<file path="config.mk">
export PLATFORM = sky130hd
export DESIGN_NAME = hazardUnit
export DESIGN_NICKNAME = d
export VERILOG_FILES = /design/src/isaPkg.sv /design/src/pipePkg.sv /design/src/hazardUnit.sv
export SDC_FILE = /design/constraint.sdc
export NUM_CORES = 1
export LEC_CHECK = 0
export ABC_AREA = 1
export ABC_CLOCK_PERIOD_IN_PS = 800
export BUFFER_PORTS_ARGS = -buffer_cell sky130_fd_sc_hd__buf_2
export CAP_MARGIN = 40
export CORE_AREA = 2 2 121 123
export DETAILED_ROUTE_END_ITERATION = 6
export DIE_AREA = 0 0 123 125
export PLACE_DENSITY = 0.42
export SYNTH_ARGS = -nofsm -noshare
export SYNTH_HDL_FRONTEND = slang
export SYNTH_SLANG_ARGS = --single-unit
</file>
<file path="constraint.sdc">
create_clock -name vclk -period 0.8
set_input_delay 0.04 -clock vclk [all_inputs]
set_output_delay 0.04 -clock vclk [all_outputs]
set_load 0.02 [all_outputs]
</file>
<file path="src/isaPkg.sv">
package isaPkg;

  // Major opcodes of the supported RV32I subset
  typedef enum logic [6:0] {
    opLoad   = 7'b0000011,
    opImm    = 7'b0010011,
    opStore  = 7'b0100011,
    opOp     = 7'b0110011,
    opBranch = 7'b1100011,
    opJal    = 7'b1101111
  } opcodeT;

  typedef enum logic [2:0] {
    aluAdd,
    aluSub,
    aluAnd,
    aluOr,
    aluXor,
    aluSlt
  } aluOpT;

  // Immediate layout picked by decode
  typedef enum logic [1:0] {
    fmtI,
    fmtS,
    fmtB,
    fmtJ
  } immFmtT;

  // funct3 of the R-type operations
  localparam logic [2:0] f3AddSub = 3'b000;
  localparam logic [2:0] f3Slt    = 3'b010;
  localparam logic [2:0] f3Xor    = 3'b100;
  localparam logic [2:0] f3Or     = 3'b110;
  localparam logic [2:0] f3And    = 3'b111;

  // addi x0, x0, 0
  localparam logic [31:0] nopInstr = 32'h0000_0013;

endpackage

</file>
<file path="src/pipePkg.sv">
package pipePkg;

  localparam int xlen = 32;

  // Sequential PC increment
  localparam logic [xlen-1:0] pcStep = 4;

  typedef struct packed {
    logic [xlen-1:0] pc;
    logic [31:0]     instr;
  } ifIdT;

  typedef struct packed {
    logic [xlen-1:0] pc;
    logic [xlen-1:0] rs1Data;
    logic [xlen-1:0] rs2Data;
    logic [xlen-1:0] imm;
    logic [4:0]      rs1;
    logic [4:0]      rs2;
    logic [4:0]      rd;
    isaPkg::aluOpT   aluOp;
    logic            aluSrcImm;
    logic            isBranch;
    logic            branchNe;
    logic            memRead;
    logic            memWrite;
    logic            regWrite;
    logic            isJal;
    logic [xlen-1:0] linkPc;
  } idExT;

  typedef struct packed {
    logic [xlen-1:0] aluOut;
    logic [xlen-1:0] storeData;
    logic [4:0]      rd;
    logic            memRead;
    logic            memWrite;
    logic            regWrite;
  } exMemT;

  typedef struct packed {
    logic [xlen-1:0] result;
    logic [4:0]      rd;
    logic            regWrite;
  } memWbT;

  // Operand source for execute
  typedef enum logic [1:0] {
    fwdReg,
    fwdMem,
    fwdWb
  } fwdSelT;

endpackage

</file>
<file path="src/hazardUnit.sv">
`timescale 1ns/1ps

module hazardUnit (
  input  logic [4:0]      ifRs1,
  input  logic [4:0]      ifRs2,
  input  pipePkg::idExT   idEx,
  input  pipePkg::exMemT  exMem,
  input  pipePkg::memWbT  memWb,
  input  logic            branchTaken,
  input  logic            jalTaken,
  output logic            stall,
  output logic            flushIf,
  output logic            flushId,
  output pipePkg::fwdSelT fwdA,
  output pipePkg::fwdSelT fwdB
);

  // Youngest producer wins
  function automatic pipePkg::fwdSelT pickSource(
    input logic [4:0] rs,
    input logic [4:0] memRd,
    input logic       memWrite,
    input logic [4:0] wbRd,
    input logic       wbWrite
  );
    if (memWrite && memRd != 5'd0 && memRd == rs)
      return pipePkg::fwdMem;
    else if (wbWrite && wbRd != 5'd0 && wbRd == rs)
      return pipePkg::fwdWb;
    else
      return pipePkg::fwdReg;
  endfunction

  // Load result is not ready for the next instruction
  assign stall = idEx.memRead && (idEx.rd != 5'd0)
                 && ((idEx.rd == ifRs1) || (idEx.rd == ifRs2));

  assign flushIf = branchTaken || jalTaken;
  assign flushId = branchTaken;

  assign fwdA = pickSource(idEx.rs1, exMem.rd, exMem.regWrite, memWb.rd, memWb.regWrite);
  assign fwdB = pickSource(idEx.rs2, exMem.rd, exMem.regWrite, memWb.rd, memWb.regWrite);

endmodule

</file>
==> metrics.txt <==
Synth area leaders=nand2_1 38%, inv_1 13%, xnor2_1 12%; critical path type=primary input to output pin; pwr/cell area=429 mW/mm^2; CP top delay family=buffers and inverters; vias in the first global route=872; register area share after synthesis=0%; Via Count=906; WL/cell=6.21 microns; status=finished with violations; cell row count=44; clock buffers=0; Max-cap violations=0; worst path arrival time=0.80 ns; Peak Freq=1190 MHz; Die Footprint=0.0154 sq mm; largest net degree at the start of global routing=5; gr ovfl total=0; commonest non-fill, non-tap cell in the layout=nand2_1; # setup viols final=2; Area Growth Syn to Fin=142%; storage element area=0 sq um; drt first pass iters=4; cell mode on critical path=buf_6; CP startpoint kind=primary input; most frequent cells in the layout=44 x nand2_1, 16 x buf_2, 15 x nand2_2, 15 x buf_6; Synth Net Count=435; Total GRT Usage=2.79%; final hold vios=0; max-slew violation count=0; Die H=125 microns; Layout Nets=490; DP HPWL=2000 microns; first-pass GRT wire length=3630 microns; Seq cells=0; Least-Margin Pin Slew=0.138 ns; worst-path cell chain=buf_6 > buf_6 > xnor2_2 > nand3_2 > nor2_4 > nor2_1 > buf_4; failing checks=setup timing; final WL=2270 microns; CP endpoint kind=output pin; Hold Crit Class=primary input to output pin; GPL Wtd Cong=0.800; core area=0.0142 sq mm; initial antenna violation count=0; Pleak=0.679 nW; Setup WS pre-CTS=-0.0888 ns; Relative slew margins=90.8%; layout filler cell count=1690; Routed Antenna Nets=0; Buf/Inv on CP=3; port bufs=47; vias per cell=2.48; # DRC=0; fin worst setup slack=-0.0414 ns; share of cells above drive strength 1=53.6%; # diodes=0; mapped cell area=571 sq um; Die W=123 microns; syn avg cell area=4.46 sq um; starting density of the core=4.02%; post-synthesis cell type count=15; area leader, netlist=nand2_1; period utilization=105%; Final min period=0.841 ns; CP max stage cell=buf_4; Peak supply drop=0.139 mV; CP required=0.76 ns; synth warn=0; area of the multi-input gates=553 sq um; setup tns final=-0.0592 ns; Syn Inst Count=128; Design Power=593 uW; Max stage delay on crit path=0.15 ns; RSZ-0062 raised after global routing=yes; # IOs=314; Max Fanout on Critical Path=2; top-area cell type share of the netlist area=38.2%; DR iter-0 viols=19
cell families (layout without fill, tap and decap cells):
group                  count (synthesis)  in the layout  synth area share, %
buffers and inverters                 27             80                 18.4
AO/OA/AOI/OAI                          2              2                 1.75
XOR/XNOR                              11             11                 16.9
AND/OR/NAND/NOR                       88             88                 62.9
stage by stage:
stage | cell area, sq um | hold slack (ns) | cells | util (%)
finish | 1380 | 0.309 | 365 | 9.73
detailed placement | 1070 | 0.309 | 363 | 7.51
CTS | 1230 | 0.311 | 365 | 8.63
global placement | 1070 | 0.310 | 363 | 7.51
global route | 1380 | 0.332 | 365 | 9.73
floorplan | 571 | 0.193 | 128 | -
power breakdown:
group | switching [mW] | internal [mW]
logic | 0.265 | 0.327
clock network | 0 | 0
registers | 0 | 0
total | 0.265 | 0.327
path summary, 6_finish.rpt:
kind	cells past startpoint	from	end
max	7	exMem[7]	fwdB[1]
min	2	branchTaken	flushId
repair_timing:
action                     CTS  global route
pin swaps                   23            38
setup endpoints to repair    5             5
hold buffers                 0             0
gates resized for setup     41            53
buffers inserted             2             0
cells in the mapped netlist, drive strengths merged:
| master | count |
|---|---|
| nand2 | 59 |
| inv | 26 |
| nor2 | 19 |
| xnor2 | 8 |
| nand3 | 4 |
| nand4 | 4 |
| xor2 | 3 |
| a21oi | 1 |
| buf | 1 |
| nand3b | 1 |
| o21ai | 1 |
| or2 | 1 |
layer usage:
metal | track usage (%) | share of wire (%) | up-vias
met5 | 0 | 0 | -
met1 | 3.03 | 37 | 387
li1 | - | - | 487
met4 | 0.267 | 1.0 | 0
met3 | 0.456 | 8.0 | 2
met2 | 5.69 | 53 | 30
cell type report:
cell class,instances,area share (%)
inverters,26,7.96
well taps,184,16.7
repair buffers,54,35.4
multi-input cells,101,40.0
No activity file was read; power rests on OpenSTA's default activity.
