**src/isaPkg.sv**
```systemverilog
package isaPkg;

  // Major opcodes of the supported RV32I subset
  typedef enum logic [6:0] {
    opLoad   = 7'b0000011,
    opImm    = 7'b0010011,
    opStore  = 7'b0100011,
    opOp     = 7'b0110011,
    opBranch = 7'b1100011,
    opJal    = 7'b1101111
  } opcodeT;

  typedef enum logic [2:0] {
    aluAdd,
    aluSub,
    aluAnd,
    aluOr,
    aluXor,
    aluSlt
  } aluOpT;

  // Immediate layout picked by decode
  typedef enum logic [1:0] {
    fmtI,
    fmtS,
    fmtB,
    fmtJ
  } immFmtT;

  // funct3 of the R-type operations
  localparam logic [2:0] f3AddSub = 3'b000;
  localparam logic [2:0] f3Slt    = 3'b010;
  localparam logic [2:0] f3Xor    = 3'b100;
  localparam logic [2:0] f3Or     = 3'b110;
  localparam logic [2:0] f3And    = 3'b111;

  // addi x0, x0, 0
  localparam logic [31:0] nopInstr = 32'h0000_0013;

endpackage

```
**src/pipePkg.sv**
```systemverilog
package pipePkg;

  localparam int xlen = 32;

  // Sequential PC increment
  localparam logic [xlen-1:0] pcStep = 4;

  typedef struct packed {
    logic [xlen-1:0] pc;
    logic [31:0]     instr;
  } ifIdT;

  typedef struct packed {
    logic [xlen-1:0] pc;
    logic [xlen-1:0] rs1Data;
    logic [xlen-1:0] rs2Data;
    logic [xlen-1:0] imm;
    logic [4:0]      rs1;
    logic [4:0]      rs2;
    logic [4:0]      rd;
    isaPkg::aluOpT   aluOp;
    logic            aluSrcImm;
    logic            isBranch;
    logic            branchNe;
    logic            memRead;
    logic            memWrite;
    logic            regWrite;
    logic            isJal;
    logic [xlen-1:0] linkPc;
  } idExT;

  typedef struct packed {
    logic [xlen-1:0] aluOut;
    logic [xlen-1:0] storeData;
    logic [4:0]      rd;
    logic            memRead;
    logic            memWrite;
    logic            regWrite;
  } exMemT;

  typedef struct packed {
    logic [xlen-1:0] result;
    logic [4:0]      rd;
    logic            regWrite;
  } memWbT;

  // Operand source for execute
  typedef enum logic [1:0] {
    fwdReg,
    fwdMem,
    fwdWb
  } fwdSelT;

endpackage

```
**src/decodeStage.sv**
```systemverilog
`timescale 1ns/1ps

module decodeStage (
  input  logic                     clock,
  input  logic                     reset,
  input  pipePkg::ifIdT            ifId,
  input  logic [4:0]               wbRd,
  input  logic [pipePkg::xlen-1:0] wbData,
  input  logic                     wbWrite,
  output pipePkg::idExT            idEx,
  output logic                     jalTaken,
  output logic [pipePkg::xlen-1:0] jalTarget
);

  logic [31:0]              instr;
  logic [6:0]               opcode;
  logic [2:0]               funct3;
  logic [4:0]               rs1;
  logic [4:0]               rs2;
  logic [4:0]               rd;
  logic [pipePkg::xlen-1:0] imm;
  logic [pipePkg::xlen-1:0] rs1Data;
  logic [pipePkg::xlen-1:0] rs2Data;
  logic [pipePkg::xlen-1:0] regs [32];
  isaPkg::immFmtT           immFmt;
  isaPkg::aluOpT            aluOp;
  logic                     aluSrcImm;
  logic                     isBranch;
  logic                     memRead;
  logic                     memWrite;
  logic                     writesRd;
  logic                     isJal;

  assign instr  = ifId.instr;
  assign opcode = instr[6:0];
  assign funct3 = instr[14:12];
  assign rs1    = instr[19:15];
  assign rs2    = instr[24:20];
  assign rd     = instr[11:7];

  // Main control
  always_comb
  begin
    immFmt    = isaPkg::fmtI;
    aluOp     = isaPkg::aluAdd;
    aluSrcImm = 1'b0;
    isBranch  = 1'b0;
    memRead   = 1'b0;
    memWrite  = 1'b0;
    writesRd  = 1'b0;
    isJal     = 1'b0;
    case (opcode)
      isaPkg::opOp:
      begin
        writesRd = 1'b1;
        case (funct3)
          isaPkg::f3AddSub: aluOp = instr[30] ? isaPkg::aluSub : isaPkg::aluAdd;
          isaPkg::f3Slt:    aluOp = isaPkg::aluSlt;
          isaPkg::f3Xor:    aluOp = isaPkg::aluXor;
          isaPkg::f3Or:     aluOp = isaPkg::aluOr;
          isaPkg::f3And:    aluOp = isaPkg::aluAnd;
          default:          aluOp = isaPkg::aluAdd;
        endcase
      end
      isaPkg::opImm:
      begin
        aluSrcImm = 1'b1;
        writesRd  = 1'b1;
      end
      isaPkg::opLoad:
      begin
        aluSrcImm = 1'b1;
        memRead   = 1'b1;
        writesRd  = 1'b1;
      end
      isaPkg::opStore:
      begin
        immFmt    = isaPkg::fmtS;
        aluSrcImm = 1'b1;
        memWrite  = 1'b1;
      end
      isaPkg::opBranch:
      begin
        immFmt   = isaPkg::fmtB;
        isBranch = 1'b1;
      end
      isaPkg::opJal:
      begin
        immFmt   = isaPkg::fmtJ;
        isJal    = 1'b1;
        writesRd = 1'b1;
      end
      // Bubbles and unknown opcodes do nothing
      default: ;
    endcase
  end

  always_comb
  begin
    case (immFmt)
      isaPkg::fmtS: imm = {{20{instr[31]}}, instr[31:25], instr[11:7]};
      isaPkg::fmtB: imm = {{20{instr[31]}}, instr[7], instr[30:25], instr[11:8], 1'b0};
      isaPkg::fmtJ: imm = {{12{instr[31]}}, instr[19:12], instr[20], instr[30:21], 1'b0};
      default:      imm = {{20{instr[31]}}, instr[31:20]};
    endcase
  end

  // Register file with x0 never written
  always_ff @(posedge clock or negedge reset)
  begin
    if (!reset)
    begin
      for (int i = 0; i < 32; i++)
        regs[i] <= '0;
    end
    else if (wbWrite && wbRd != 5'd0)
    begin
      regs[wbRd] <= wbData;
    end
  end

  // Reads see the value written back in the same cycle
  always_comb
  begin
    rs1Data = regs[rs1];
    rs2Data = regs[rs2];
    if (rs1 == 5'd0)
      rs1Data = '0;
    else if (wbWrite && wbRd == rs1)
      rs1Data = wbData;
    if (rs2 == 5'd0)
      rs2Data = '0;
    else if (wbWrite && wbRd == rs2)
      rs2Data = wbData;
  end

  always_comb
  begin
    idEx.pc        = ifId.pc;
    idEx.rs1Data   = rs1Data;
    idEx.rs2Data   = rs2Data;
    idEx.imm       = imm;
    idEx.rs1       = rs1;
    idEx.rs2       = rs2;
    idEx.rd        = rd;
    idEx.aluOp     = aluOp;
    idEx.aluSrcImm = aluSrcImm;
    idEx.isBranch  = isBranch;
    idEx.branchNe  = funct3[0];
    idEx.memRead   = memRead;
    idEx.memWrite  = memWrite;
    // Writes to x0 are dropped here so they never retire
    idEx.regWrite  = writesRd && (rd != 5'd0);
    idEx.isJal     = isJal;
    idEx.linkPc    = ifId.pc + pipePkg::pcStep;
  end

  assign jalTaken  = isJal;
  assign jalTarget = ifId.pc + imm;

endmodule

```
**config.mk**
```make
export PLATFORM = sky130hd
export DESIGN_NAME = decodeStage
export DESIGN_NICKNAME = d
export VERILOG_FILES = /design/src/isaPkg.sv /design/src/pipePkg.sv /design/src/decodeStage.sv
export SDC_FILE = /design/constraint.sdc
export NUM_CORES = 2
export LEC_CHECK = 0
export BUFFER_PORTS_ARGS = -buffer_cell sky130_fd_sc_hd__buf_2
export CAP_MARGIN = 10
export CORE_ASPECT_RATIO = 0.75
export CORE_MARGIN = 2
export CORE_UTILIZATION = 62
export DETAILED_ROUTE_END_ITERATION = 7
export PLACE_DENSITY_LB_ADDON = 0.12
export SLEW_MARGIN = 10
export SYNTH_ARGS = -nofsm -noshare
export SYNTH_HDL_FRONTEND = slang
export SYNTH_SLANG_ARGS = --single-unit
export TNS_END_PERCENT = 5
```
**constraint.sdc**
```tcl
create_clock -name clock -period 3.4 [get_ports clock]
set_clock_uncertainty 0.15 [all_clocks]
set_input_delay 0.17 -clock clock [delete_from_list [all_inputs] [get_ports clock]]
set_output_delay 0.17 -clock clock [all_outputs]
set_load 0.02 [all_outputs]
```
==> results.toml <==
[synth]
seq_area_frac_synth = 0.444
ys_types = 66
synth_cells = 4091
ys.flop_type = "dfrtp_1"
synth_edf_count = 0
syn-num-nets = 4228
ys_async_sr_fraction = 1.00
netlist_area_mm2 = 0.0578
ys_seq_elements = 1024
avgSynthCellArea_um2 = 14.1
yosys_warnings = 0

[cts]
h-tree-depth = 3
cts_sinks = 1024
cts_tree = "yes"
numCtsBuffers = 99
clk_pin_slew_worst_paths_ns = 0.06
cts_max_path_buffers = 3
insertion_delay_ns = 0.70
cts_root_buf = "clkbuf_16"

[grt]
antenna_found_initial = 9
grt_pass1_wl_mm = 270
grt_max_degree = 98
gr-total-overflow = 0
grt_pass1_vias = 39600
grt_use_total = 0.390

[worst_setup_path]
worst-setup-path-type = "in2out"
critPathMaxFanout = 3
cp.required_ns = 3.08
cp_num_cells = 17
crit_chain = "buf_2 -> nand2b_4 -> nor4_4 -> buf_4 -> a32o_2 -> ha_4 -> inv_1 -> fa_2 -> nand2b_4 -> a21o_1 -> a21oi_2 -> o21ai_2 -> a21oi_2 -> buf_6 -> a41oi_2 -> xnor2_2 -> buf_4"
slowest_delay_ns = 0.34
crit_slowest_cell = "fa_2"
r2r_cells = 1
startpoint_type = "input port"
cp_num_buf_inv = 5
arrival_ns = 3.00
end_kind = "output port"
critical_path.top_delay_family = "compound AO/OA/AOI/OAI gates"

[route]
wirelength_mm = 185
avgViaCountPerCell = 7.14
remaining_drc_errors = 0
firstDrtPassIters = 7
final_antenna_net_count = 0
first_iter_violations = 4948
num_vias = 40000
wl_per_cell_um = 33.1

[worst_hold_path]
holdPathStages = 2
hold_class = "in2reg"

[layout]
most-common-layout-cells = "dfrtp_1 (1024), mux2_2 (847), mux4_2 (516), buf_2 (308), buf_4 (216)"
area_growth_pct = 13.4
instances_no_fill = 5602
nets = 4434
final_core_util = 0.713
drive_above_1_share = 0.503
multi_input_area_mm2 = 0.0300
regArea_mm2 = 0.0256
n_fill_cell = 6246
top_regs = "regs: 1024 flops"
final_common_cell = "dfrtp_1"
largest_register = "regs"
largest_register_ff_count = 1024

[die]
num_rows = 96
die_h_um = 268
die_w_um = 356
io_pins = 322
core_mm2 = 0.0919
die-area_mm2 = 0.0956
start_util = 0.628

[placement]
place_inst = 5386
place_congestion = 1.04
dp_hpwl_mm = 115
io_buffers = 321

[status]
run_status = "finished clean"

[power_and_ir_drop]
pwr-share-seq = 0.436
p_leak_nw = 29.1
p_per_area_mw_per_mm2 = 567
power_switching_mw = 10.5
internal_power_mw = 26.6
peakVddDrop_mv = 0.498
comb_power_share = 0.232
swShare = 0.283
p_clk_frac = 0.332

[flow_run]
drv_cap = 0

[sta]
slew_violations = 0
slew_headroom = 0.209
fmax_ghz = 0.301
hold_violations = 0
grt_setup_unrepaired = "true"
finalSetupViolations = 0
period_share = 0.978
worstMarginPinSlew_ns = 1.18
fin_hold_ws_ns = 0.0338
min_period_ns = 3.32
-- routing by layer --
layer / wire [µm] / global-route usage / up-vias
li1: - / - / 16100
met1: 75500 / 0.569 / 21200
met2: 80900 / 0.557 / 2305
met3: 22000 / 0.131 / 428
met4: 6420 / 0.125 / 14
met5: 361 / 0 / -
-- path summary, 6_finish.rpt --
path	startpoint	slack, ns	to
min	wbData[21]	0.03	regs[501]
min in group asynchronous	reset	0.55	regs[613]
max in group asynchronous	reset	1.44	regs[964]
max	ifId[4]	0.08	jalTarget[30]
max reg2reg	regs[609]	2.40	regs[609]
min reg2reg	regs[994]	0.25	regs[994]
-- what timing repair did --
item	CTS	global route
endpoints found under the setup margin	11	17
pin swaps	1	18
gates cloned	0	0
endpoints found under the hold margin	1510	0
gates resized for setup	15	34
hold buffers	31	0
buffers inserted	0	4
-- cell usage after synthesis (24+ instances only) --
master / count / area (µm²)
buf_6: 24 / 270
dfrtp_1: 1024 / 25600
mux2_2: 847 / 9540
buf_4: 80 / 601
mux4_2: 516 / 11600
ha_1: 32 / 400
buf_1: 69 / 259
nand2_1: 159 / 597
a21oi_1: 84 / 420
o22ai_1: 65 / 407
a221oi_1: 42 / 368
nor2_1: 108 / 405
xnor2_1: 38 / 333
mux2_1: 146 / 1640
xor2_1: 31 / 272
o21ai_0: 44 / 220
clkbuf_1: 253 / 950
nand3_1: 48 / 240
mux2i_1: 128 / 1280
o21ai_1: 29 / 145
o211ai_1: 38 / 285
buf_2: 79 / 395
-- through the flow --
step | setup TNS, ns | power (mW) | worst slack (ns) | instance area (µm²)
global placement | -0.368 | 24.4 | -0.133 | 61300
finish | 0 | 37.1 | 0.0754 | 65500
CTS | 0 | 37.0 | 0.00488 | 65300
floorplan | -0.0823 | 22.0 | -0.0436 | 57800
global route | -0.282 | 38.4 | -0.0626 | 65500
detailed placement | -0.851 | 24.7 | -0.236 | 61300
-- layout make-up --
class                           count  share of cell area
Sequential cell                  1024               0.391
Clock buffer                      131              0.0432
Tap cell                         1225              0.0234
Timing Repair Buffer              613              0.0702
Clock inverter                     48              0.0120
Inverter                           17             0.00101
Multi-Input combinational cell   2542               0.459
Antenna cell                        2           0.0000764
-- kinds of logic after synthesis --
family	share of synthesized area
and+or+nand+nor	0.0317
AOI/OAI and AO/OA	0.0451
buffers and inverters	0.0447
xor gates and xnor gates	0.0105
DFF	0.444
muxes	0.417
adders and majority gates	0.00728
-- power by group through the flow --
stage	logic [mW]	registers, mW	clock network (mW)
3_3_place_gp	8.23	16.1	0
4_1_cts	8.51	16.1	12.4
6_report	8.60	16.2	12.3
3_5_place_dp	8.42	16.3	0
5_1_grt	9.11	16.5	12.9
2_1_floorplan	6.25	15.7	0
Note: power is estimated with default switching activity, not from simulation.
