### src/isaPkg.sv
package isaPkg;

  // Major opcodes of the supported RV32I subset
  typedef enum logic [6:0] {
    opLoad   = 7'b0000011,
    opImm    = 7'b0010011,
    opStore  = 7'b0100011,
    opOp     = 7'b0110011,
    opBranch = 7'b1100011,
    opJal    = 7'b1101111
  } opcodeT;

  typedef enum logic [2:0] {
    aluAdd,
    aluSub,
    aluAnd,
    aluOr,
    aluXor,
    aluSlt
  } aluOpT;

  // Immediate layout picked by decode
  typedef enum logic [1:0] {
    fmtI,
    fmtS,
    fmtB,
    fmtJ
  } immFmtT;

  // funct3 of the R-type operations
  localparam logic [2:0] f3AddSub = 3'b000;
  localparam logic [2:0] f3Slt    = 3'b010;
  localparam logic [2:0] f3Xor    = 3'b100;
  localparam logic [2:0] f3Or     = 3'b110;
  localparam logic [2:0] f3And    = 3'b111;

  // addi x0, x0, 0
  localparam logic [31:0] nopInstr = 32'h0000_0013;

endpackage

### src/pipePkg.sv
package pipePkg;

  localparam int xlen = 32;

  // Sequential PC increment
  localparam logic [xlen-1:0] pcStep = 4;

  typedef struct packed {
    logic [xlen-1:0] pc;
    logic [31:0]     instr;
  } ifIdT;

  typedef struct packed {
    logic [xlen-1:0] pc;
    logic [xlen-1:0] rs1Data;
    logic [xlen-1:0] rs2Data;
    logic [xlen-1:0] imm;
    logic [4:0]      rs1;
    logic [4:0]      rs2;
    logic [4:0]      rd;
    isaPkg::aluOpT   aluOp;
    logic            aluSrcImm;
    logic            isBranch;
    logic            branchNe;
    logic            memRead;
    logic            memWrite;
    logic            regWrite;
    logic            isJal;
    logic [xlen-1:0] linkPc;
  } idExT;

  typedef struct packed {
    logic [xlen-1:0] aluOut;
    logic [xlen-1:0] storeData;
    logic [4:0]      rd;
    logic            memRead;
    logic            memWrite;
    logic            regWrite;
  } exMemT;

  typedef struct packed {
    logic [xlen-1:0] result;
    logic [4:0]      rd;
    logic            regWrite;
  } memWbT;

  // Operand source for execute
  typedef enum logic [1:0] {
    fwdReg,
    fwdMem,
    fwdWb
  } fwdSelT;

endpackage

### src/execUnit.sv
`timescale 1ns/1ps

module execUnit (
  input  pipePkg::idExT            idEx,
  input  pipePkg::fwdSelT          fwdA,
  input  pipePkg::fwdSelT          fwdB,
  input  logic [pipePkg::xlen-1:0] memResult,
  input  logic [pipePkg::xlen-1:0] wbResult,
  output pipePkg::exMemT           exMem,
  output logic                     branchTaken,
  output logic [pipePkg::xlen-1:0] branchTarget
);

  logic [pipePkg::xlen-1:0] opA;
  logic [pipePkg::xlen-1:0] opB;
  logic [pipePkg::xlen-1:0] aluB;
  logic [pipePkg::xlen-1:0] aluResult;
  logic                     lessThan;

  always_comb
  begin
    case (fwdA)
      pipePkg::fwdMem: opA = memResult;
      pipePkg::fwdWb:  opA = wbResult;
      default:         opA = idEx.rs1Data;
    endcase
    case (fwdB)
      pipePkg::fwdMem: opB = memResult;
      pipePkg::fwdWb:  opB = wbResult;
      default:         opB = idEx.rs2Data;
    endcase
  end

  assign aluB     = idEx.aluSrcImm ? idEx.imm : opB;
  assign lessThan = $signed(opA) < $signed(aluB);

  always_comb
  begin
    case (idEx.aluOp)
      isaPkg::aluSub: aluResult = opA - aluB;
      isaPkg::aluAnd: aluResult = opA & aluB;
      isaPkg::aluOr:  aluResult = opA | aluB;
      isaPkg::aluXor: aluResult = opA ^ aluB;
      isaPkg::aluSlt: aluResult = {{(pipePkg::xlen-1){1'b0}}, lessThan};
      default:        aluResult = opA + aluB;
    endcase
  end

  // beq when branchNe is low, bne when high
  assign branchTaken  = idEx.isBranch && ((opA == opB) != idEx.branchNe);
  assign branchTarget = idEx.pc + idEx.imm;

  always_comb
  begin
    exMem.aluOut    = idEx.isJal ? idEx.linkPc : aluResult;
    exMem.storeData = opB;
    exMem.rd        = idEx.rd;
    exMem.memRead   = idEx.memRead;
    exMem.memWrite  = idEx.memWrite;
    exMem.regWrite  = idEx.regWrite;
  end

endmodule

### config.mk
export PLATFORM = sky130hd
export DESIGN_NAME = execUnit
export DESIGN_NICKNAME = d
export VERILOG_FILES = /design/src/isaPkg.sv /design/src/pipePkg.sv /design/src/execUnit.sv
export SDC_FILE = /design/constraint.sdc
export NUM_CORES = 1
export LEC_CHECK = 0
export ABC_CLOCK_PERIOD_IN_PS = 6900
export BUFFER_PORTS_ARGS = -buffer_cell sky130_fd_sc_hd__buf_4
export CAP_MARGIN = 20
export CORE_MARGIN = 5
export CORE_UTILIZATION = 55
export DETAILED_ROUTE_END_ITERATION = 10
export MAX_ROUTING_LAYER = met4
export PLACE_DENSITY = 0.9
export SYNTH_ARGS = -nofsm -noshare
export SYNTH_HDL_FRONTEND = slang
export SYNTH_SLANG_ARGS = --single-unit
### constraint.sdc
create_clock -name vclk -period 6.9
set_clock_uncertainty 0.05 [all_clocks]
set_input_delay 0.345 -clock vclk [all_inputs]
set_output_delay 0.345 -clock vclk [all_outputs]
set_load 0.005 [all_outputs]
==> key figures, run 1 <==
Outcome
  – Status: finished clean

Route
  – Pre-antenna DRT Iters: 9
  – Routed vias: 12734
  – Antenna-violating nets left: 0
  – Vias/cell: 6.58
  – DRT iter0 DRCs: 1756
  – Post-route DRC: 0
  – WL/cell: 22.1 um
  – Final WL: ~43000 um

Clocking
  – CTS Hold Buffers Added: 0
  – Cts repair resizes: 0
  – Post-CTS Setup Inserts: 0

Yosys
  – Synth cell types: 83
  – Synth Net Count: 1854
  – Gate Count Post-Synth: 1467
  – Count leader, synth: a21oi_1
  – Seq/Total Area, Yosys: 0%
  – Post-Syn Area per Cell: around 6.3 um^2
  – Top cells by area, synth: ha_1, a21oi_1, a22oi_1, inv_1, xnor2_1
  – Synth warn: 0
  – Largest area contributor in the netlist: ha_1
  – Post-synth top cells: a21oi_1, inv_1, nor2_1
  – Syn Std Cell Area: 0.00920 mm^2
  – Share of the synthesized area in the top cell type: around 18%

Min path
  – Start point of the worst min-delay path: idEx[44]
  – Hold EP: exMem[5]
  – Hold-critical path depth: 0
  – Tightest Hold Check Type: in -> out

Setup path
  – Worst endpoint required time: 6.50 ns
  – WP data arrival: 5.44 ns
  – Crit Path Max Fanout: 49
  – Startpoint type of the worst setup path: primary input
  – Crit path kind: in -> out
  – Crit. End Element: output port

STA
  – RSZ-0062 raised after global routing: no
  – Setup violators final: 0
  – Fmax: 0.172 GHz
  – Slew @ Worst Pin: 1.04 ns
  – Pins Over Slew Limit: 0
  – Normalized max-slew margin: 30.4%
  – Final hold viol count: 0
  – Total Negative Setup Slacks: 0 ns
  – Post-route minimum period: 5.83 ns
  – Final Cycle Share: 84.5%

Pwr
  – Internal power: around 620 uW
  – Static Leak: 5.77 nW
  – Combinational fraction of design power: 100.0%
  – Sw frac: 58.5%
  – Psw: about 900 uW
  – Clock Power Share: 0%
  – VDD IR-drop max: ~0.073 mV
  – PD cells: 129 mW/mm^2
  – Reg power frac: 0%

Final layout
  – FF+latch count: 0
  – Register area: 0 um^2
  – Final Net Count: 2103
  – Multi-input gate area: about 0.0082 mm^2
  – Layout overhead on the synthesized area: 26.8%
  – Final Core Density: 70.6%
  – Layout Cells excl Fill: just under 2000
  – Layout cells sized above 1: between 20% and 30%
  – Filler instances: 1530
  – Clock Buffer Count: 0

Die
  – CORE AREA: 0.0165 mm^2
  – Chip width: about 140 um
  – Top Ports: around 360
  – Die area: 0.0194 mm^2
  – Cell Rows: 47
  – DIE HEIGHT: 139 um
  – Initial core utilization: between 50 and 60%

Placed design
  – Dpl hpwl: 35200 um
  – Global placement routability congestion: 1.09
  – Dpl cells: 1934
  – Port buffer count: 332

Global route
  – Total grt overflow: 0
  – Overall Global Routing Usage: approximately 41%
  – Largest net degree at the start of global routing: between 60 and 70
  – Initial antenna violation count: 1
  – Global-route wire length before repair: 64100 um
  – Vias in the first global route: between 10000 and 15000

Job
  – Total of max-cap violations: 0
[per-stage QoR]
stage	power, mW	hold slack (ns)	setup slack, ns	instance area (um^2)
2_1_floorplan	0.923	0.721	2.45	9200
3_3_place_gp	1.42	0.640	1.41	11600
3_5_place_dp	1.44	0.640	1.26	11700
4_1_cts	1.45	0.640	1.25	11700
5_1_grt	1.61	0.640	0.763	11700
6_report	1.50	0.640	1.07	11700
[power by group through the flow]
stage | registers (mW) | clock network [mW] | logic (mW)
finish | 0 | 0.0000000194 | 1.50
global route | 0 | 0.0000000194 | 1.61
CTS | 0 | 0 | 1.45
detailed placement | 0 | 0 | 1.44
global placement | 0 | 0 | 1.42
floorplan | 0 | 0 | 0.923
[metal layers]
layer,global-route usage (%),vias to the layer above,share of wire (%)
li1,-,5766,-
met1,56.1,5785,39
met2,63.3,1034,43
met3,6.48,149,13
met4,13.1,0,4.8
met5,-,-,0
[worst max-delay path: stages]
cell and delay [ns]:
buf_4 0.10, inv_1 0.04, ha_2 0.88, nand2_1 0.12, o21a_1 0.18, o21ai_0 0.37
ha_1 0.36, inv_1 0.10, fa_1 0.46, nand2b_1 0.19, a21oi_1 0.24, o21ai_2 0.17
o211ai_2 0.33, a41oi_1 0.29, o21ai_1 0.24, xnor2_1 0.08, a2111oi_0 0.65, a21oi_1 0.09
buf_4 0.17
[cell families (layout without fill, tap and decap cells)]
| logic type | after synthesis | in the layout | share of synthesized area (%) |
|---|---|---|---|
| fa+ha+maj | 134 | 134 | 18.5 |
| other cells | 0 | 1 | 0 |
| mux | 4 | 4 | 0.517 |
| xor+xnor | 73 | 73 | 6.95 |
| simple gates | 409 | 409 | 19.9 |
| compound gates | 593 | 593 | 43.4 |
| buf+inv | 254 | 501 | 10.8 |
[cells in the final DEF (no fill, tap or decap), drive strengths merged, types with 20 or more instances in the layout]
cell / instances
nand2: 136
o21a: 38
a21o: 27
inv: 154
a22oi: 76
ha: 131
o21bai: 20
nor3: 21
buf: 343
nand3: 25
o21ai: 112
xnor2: 64
nor2: 141
a21oi: 167
nand4: 20
[final cells by class]
cell class / count / area share [%]
tap: 220 / 2.36
inverter: 158 / 5.08
antenna: 1 / 0.0215
timing repair buffer: 343 / 22.1
multi-input combinational: 1213 / 70.4
[worst max-delay path by stage]
stage | start | cells past startpoint | slack (ns) | to
after detailed placement | fwdB[0] | 19 | 1.26 | exMem[62]
final | fwdB[0] | 19 | 1.07 | exMem[62]
after CTS | fwdB[0] | 19 | 1.25 | exMem[62]
after floorplan | fwdB[0] | 19 | 2.45 | exMem[64]
after global routing | fwdB[0] | 19 | 0.76 | exMem[62]
after global placement | fwdB[0] | 19 | 1.41 | exMem[62]
(Power assumes the default switching activity.)
==> run 2, diff against run 1 <==
--- a/config.mk
+++ b/config.mk
@@ -5,14 +5,14 @@
 export SDC_FILE = /design/constraint.sdc
 export NUM_CORES = 1
 export LEC_CHECK = 0
-export ABC_CLOCK_PERIOD_IN_PS = 6900
+export ABC_CLOCK_PERIOD_IN_PS = 6000
 export BUFFER_PORTS_ARGS = -buffer_cell sky130_fd_sc_hd__buf_4
 export CAP_MARGIN = 20
 export CORE_MARGIN = 5
-export CORE_UTILIZATION = 55
+export CORE_UTILIZATION = 52
 export DETAILED_ROUTE_END_ITERATION = 10
 export MAX_ROUTING_LAYER = met4
-export PLACE_DENSITY = 0.9
+export PLACE_DENSITY = 0.85
 export SYNTH_ARGS = -nofsm -noshare
 export SYNTH_HDL_FRONTEND = slang
 export SYNTH_SLANG_ARGS = --single-unit
==> constraint.sdc (replaced) <==
create_clock -name vclk -period 6
set_clock_uncertainty 0.05 [all_clocks]
set_input_delay 0.3 -clock vclk [all_inputs]
set_output_delay 0.3 -clock vclk [all_outputs]
set_load 0.005 [all_outputs]
==> key figures, run 2 (synthesis gave the netlist of run 1 again) <==
Outcome
  – Status: finished with violations
  – Failing checks: design-rule violations

Global route
  – Global-route wire length before repair: 64100 um (about the same)
  – Largest net degree at the start of global routing: 68 (unchanged)
  – Initial antenna violation count: 4 (+3)
  – Overall Global Routing Usage: 40.6% (-0.80 points)
  – Vias in the first global route: 11469 (-0.39%)
  – Total grt overflow: 0 (unchanged)

STA
  – Final hold viol count: 0 (unchanged)
  – RSZ-0062 raised after global routing: no
  – Final Cycle Share: 90.0%
  – Pins Over Slew Limit: 0 (unchanged)
  – Slew @ Worst Pin: 0.942 ns (-0.0996 ns)
  – Post-route minimum period: 5.40 ns
  – Setup violators final: 0 (unchanged)
  – Total Negative Setup Slacks: 0 ns (unchanged)
  – Normalized max-slew margin: 37.2% (+6.8 points)
  – Fmax: about 0.19 GHz

Setup path
  – Startpoint type of the worst setup path: primary input
  – WP data arrival: 5.05 ns (-0.39 ns)
  – Crit Path Max Fanout: 16 (-67%)
  – Crit path kind: in -> out
  – Worst endpoint required time: 5.65 ns (-0.85 ns)
  – Crit. End Element: output port

Min path
  – Tightest Hold Check Type: in -> out

Placed design
  – Global placement routability congestion: 1.10 (+1.1%)
  – Dpl hpwl: 35400 um (+0.74%)
  – Port buffer count: 332 (unchanged)

Route
  – Post-route DRC: 1 (+1)
  – Pre-antenna DRT Iters: 10 (+1)
  – WL/cell: 22.0 um (-0.52%)
  – Final WL: 43000 um (+0.51%)
  – Routed vias: 12478 (-2.0%)
  – Antenna-violating nets left: 0 (unchanged)
  – Vias/cell: 6.38 (-3.0%)
  – DRT iter0 DRCs: 1660 (-5.5%)

Die
  – Initial core utilization: 53.0% (-2.7 points)
  – Cell Rows: 48 (+2.1%)
  – Die area: 0.0205 mm^2 (+5.3%)
  – Top Ports: 358 (unchanged)
  – DIE HEIGHT: 143 um (+2.6%)
  – Chip width: 143 um (+2.6%)
  – CORE AREA: 0.0174 mm^2 (+5.0%)

Final layout
  – Layout cells sized above 1: 22.4% (+0.54 points)
  – FF+latch count: 0 (unchanged)
  – Most frequent cells in the layout: buf_4, a21oi_1, inv_1, nor2_1, nand2_1
  – Layout overhead on the synthesized area: 28.0%
  – Clock Buffer Count: 0 (unchanged)
  – Final Net Count: 2115 (+0.57%)
  – Most common cell after layout, fill and taps aside: buf_4
  – Filler instances: 1644 (+7.5%)
  – Register area: 0 um^2 (unchanged)

Clocking
  – CTS Hold Buffers Added: 0 (unchanged)
  – Post-CTS Setup Inserts: 0 (unchanged)
  – Cts repair resizes: 0 (unchanged)

Job
  – Total of max-cap violations: 0 (unchanged)
## run 2: changes by cell type in the layout (fill, tap and decap cells not counted)
cell and change:
buf_4 +12, diode_2 +3, buf_12 +1, buf_6 -1
## run 2: final cells by class
type                            count  area, um^2  share of cell area (%)
Inverter                          158         593                    5.04
Timing Repair Buffer              355        2680                    22.7
Multi-Input combinational cell   1213        8210                    69.8
Tap cell                          225         282                    2.39
Antenna cell                        4        10.0                  0.0850
## run 2: metrics by stage
| step | setup slack (ns) | hold slack (ns) | instances | utilization (%) | instance area, um^2 |
|---|---|---|---|---|---|
| floorplan | 1.64 | 0.631 | 1467 | - | 9200 |
| global placement | 0.828 | 0.550 | 1951 | 67.8 | 11800 |
| detailed placement | 0.733 | 0.550 | 1951 | 67.8 | 11800 |
| CTS | 0.734 | 0.550 | 1951 | 67.8 | 11800 |
| global route | 0.366 | 0.550 | 1955 | 67.8 | 11800 |
| finish | 0.599 | 0.550 | 1955 | 67.8 | 11800 |
## run 2: critical path: stages
cell       delay, ns
buf_4           0.12
inv_1           0.05
ha_1            0.59
a22oi_1         0.14
o21a_1          0.24
o21ai_0         0.60
ha_1            0.49
nor3_1          0.20
o31ai_1         0.15
a311oi_2        0.44
o21ai_1         0.18
a211oi_2        0.42
o211ai_2        0.22
a2111oi_0       0.41
o21ai_0         0.15
o211ai_1        0.16
buf_4           0.17
## run 2: worst paths after layout
check,to,cells past startpoint,startpoint
setup / recovery,exMem[71],17,fwdB[1]
hold / removal,exMem[5],0,idEx[44]
## run 2: routing by layer
metal / vias to the layer above / share of wire, % / track usage (%)
li1: 5800 / - / -
met1: 5675 / 40 / 54.1
met2: 878 / 44 / 60.8
met3: 125 / 12 / 7.54
met4: 0 / 4.6 / 15.9
met5: - / 0 / -
==> run 3, diff against run 2 <==
--- a/config.mk
+++ b/config.mk
@@ -11,7 +11,6 @@
 export CORE_MARGIN = 5
 export CORE_UTILIZATION = 52
 export DETAILED_ROUTE_END_ITERATION = 10
-export MAX_ROUTING_LAYER = met4
 export PLACE_DENSITY = 0.85
 export SYNTH_ARGS = -nofsm -noshare
 export SYNTH_HDL_FRONTEND = slang
==> key figures, run 3 (synthesis gave the netlist of run 1 again) <==
Pwr
  – Static Leak: 5.84 nW
  – PD cells: 148 mW/mm^2
  – Sw frac: 58.2%
  – VDD IR-drop max: 0.0751 mV
  – Reg power frac: 0%
  – Clock Power Share: 0%
  – Combinational fraction of design power: 100.0%
  – Psw: 1.02 mW
  – Internal power: 731 uW

Clocking
  – Post-CTS Setup Inserts: 0 (unchanged)
  – CTS Hold Buffers Added: 0 (unchanged)
  – Cts repair resizes: 0 (unchanged)

Route
  – Antenna-violating nets left: 0 (unchanged)
  – Pre-antenna DRT Iters: 9 (-1)
  – Routed vias: 12483 (+0.040%)
  – Post-route DRC: 0 (-1)
  – Vias/cell: 6.39 (about the same)
  – WL/cell: 22.1 um (+0.62%)
  – Final WL: 43200 um (+0.62%)
  – DRT iter0 DRCs: 1784 (+7.5%)

Global route
  – Initial antenna violation count: 2 (-2)
  – Vias in the first global route: 11386 (-0.72%)
  – Largest net degree at the start of global routing: 68 (unchanged)
  – Overall Global Routing Usage: 39.3% (-1.3 points)
  – Global-route wire length before repair: 64200 um (+0.15%)
  – Total grt overflow: 0 (unchanged)

Setup path
  – Crit. path cell count: 18 (+1)
  – Critical path, cell by cell: buf_4, ha_2, nand2_1, o21a_1, o21ai_0, ha_1, inv_1, fa_1, nand2b_1, a21oi_1, o21ai_2, o211ai_2, a41oi_1, o41ai_2, xnor2_1, a221oi_1, a2bb2oi_1, buf_4
  – Crit path kind: in -> out
  – Crit. End Element: output port
  – CP top delay family: compound AO/OA/AOI/OAI gates
  – Crit Path Max Fanout: 33 (+17)
  – Most used cell, CP: buf_4
  – Startpoint type of the worst setup path: primary input
  – Worst endpoint required time: 5.65 ns (about the same)
  – Critical Path Slowest Stage Cell: ha_2
  – CP Buf/Inv Count: 3 (unchanged)
  – Setup crit start: fwdB[1]
  – Crit-path max cell delay: 0.75 ns (+0.15 ns)
  – WP data arrival: 5.13 ns (+0.08 ns)

Die
  – Cell Rows: 48 (unchanged)
  – Initial core utilization: 53.0% (unchanged)
  – CORE AREA: 0.0174 mm^2 (unchanged)
  – DIE HEIGHT: 143 um (unchanged)
  – Top Ports: 358 (unchanged)
  – Die area: 0.0205 mm^2 (unchanged)
  – Chip width: 143 um (unchanged)

STA
  – Setup violators final: 0 (unchanged)
  – RSZ-0062 raised after global routing: no
  – Hold_ws: 0.550 ns (unchanged)
  – Post-route minimum period: 5.48 ns (+0.0746 ns)
  – Final hold viol count: 0 (unchanged)
  – Slew @ Worst Pin: 0.929 ns (-0.0130 ns)
  – Pins Over Slew Limit: 0 (unchanged)
  – Normalized max-slew margin: 37.7% (+0.45 points)
  – Final Cycle Share: 91.3% (+1.2 points)
  – Fmax: 0.183 GHz (-1.4%)
  – Total Negative Setup Slacks: 0 ns (unchanged)

Final layout
  – Final Core Density: 67.9% (about the same)
  – Layout cells sized above 1: 22.5% (+0.090 points)
  – Most frequent cells in the layout: buf_4, a21oi_1, inv_1, nor2_1, nand2_1
  – Clock Buffer Count: 0 (unchanged)
  – Layout Cells excl Fill: 1955 (unchanged)
  – Layout overhead on the synthesized area: 28.1% (about the same)
  – Filler instances: 1592 (-3.2%)
  – FF+latch count: 0 (unchanged)
  – Final Net Count: 2117 (+0.095%)
  – Register area: 0 um^2 (unchanged)
  – Most common cell after layout, fill and taps aside: buf_4

Placed design
  – Global placement routability congestion: 1.07 (-3.0%)
  – Dpl hpwl: 35400 um (about the same)
  – Port buffer count: 332 (unchanged)
  – Dpl cells: 1953 (+0.10%)

Min path
  – Tightest Hold Check Type: in -> out
  – Start point of the worst min-delay path: idEx[44]
  – Hold EP: exMem[5]
  – Hold-critical path depth: 0 (unchanged)

Outcome
  – Status: finished clean

Job
  – Total of max-cap violations: 0 (unchanged)
==> run 3: changes by cell type in the layout (fill, tap and decap cells not counted) <==
cell / change
buf_4: +2
diode_2: -2
==> run 3: through the flow <==
stage / area (um^2) / setup WS [ns] / power [mW]
after floorplan: 9200 / 1.64 / 1.06
after global placement: 11800 / 0.700 / 1.66
after detailed placement: 11800 / 0.664 / 1.68
after CTS: 11800 / 0.664 / 1.69
after global routing: 11800 / 0.322 / 1.87
final: 11800 / 0.525 / 1.75
==> run 3: cell type report <==
cell class | instances | area (um^2) | share of cell area, %
Inverter | 158 | 593 | 5.03
Tap cell | 225 | 282 | 2.39
Antenna cell | 2 | 5.00 | 0.0425
Multi-Input combinational cell | 1213 | 8210 | 69.7
Timing Repair Buffer | 357 | 2690 | 22.8
==> run 3: how the worst max path moves through the flow <==
stage                endpoint  slack [ns]
global placement    exMem[64]        0.70
global route        exMem[62]        0.32
finish              exMem[64]        0.52
detailed placement  exMem[64]        0.66
CTS                 exMem[64]        0.66
floorplan           exMem[64]        1.64
==> run 3: power groups by stage <==
stage / sequential, mW / clock (mW) / combinational (mW)
4_1_cts: 0 / 0 / 1.69
5_1_grt: 0 / 0.0000000446 / 1.87
3_5_place_dp: 0 / 0 / 1.68
6_report: 0 / 0.0000000446 / 1.75
3_3_place_gp: 0 / 0 / 1.66
2_1_floorplan: 0 / 0 / 1.06
==> run 3: metal layers <==
layer	wire length, um	vias to the layer above	global-route usage [%]
met5	0	-	0
met3	5720	110	7.74
met2	19300	903	63.0
li1	-	5800	-
met1	16800	5670	54.0
met4	1510	0	10.4
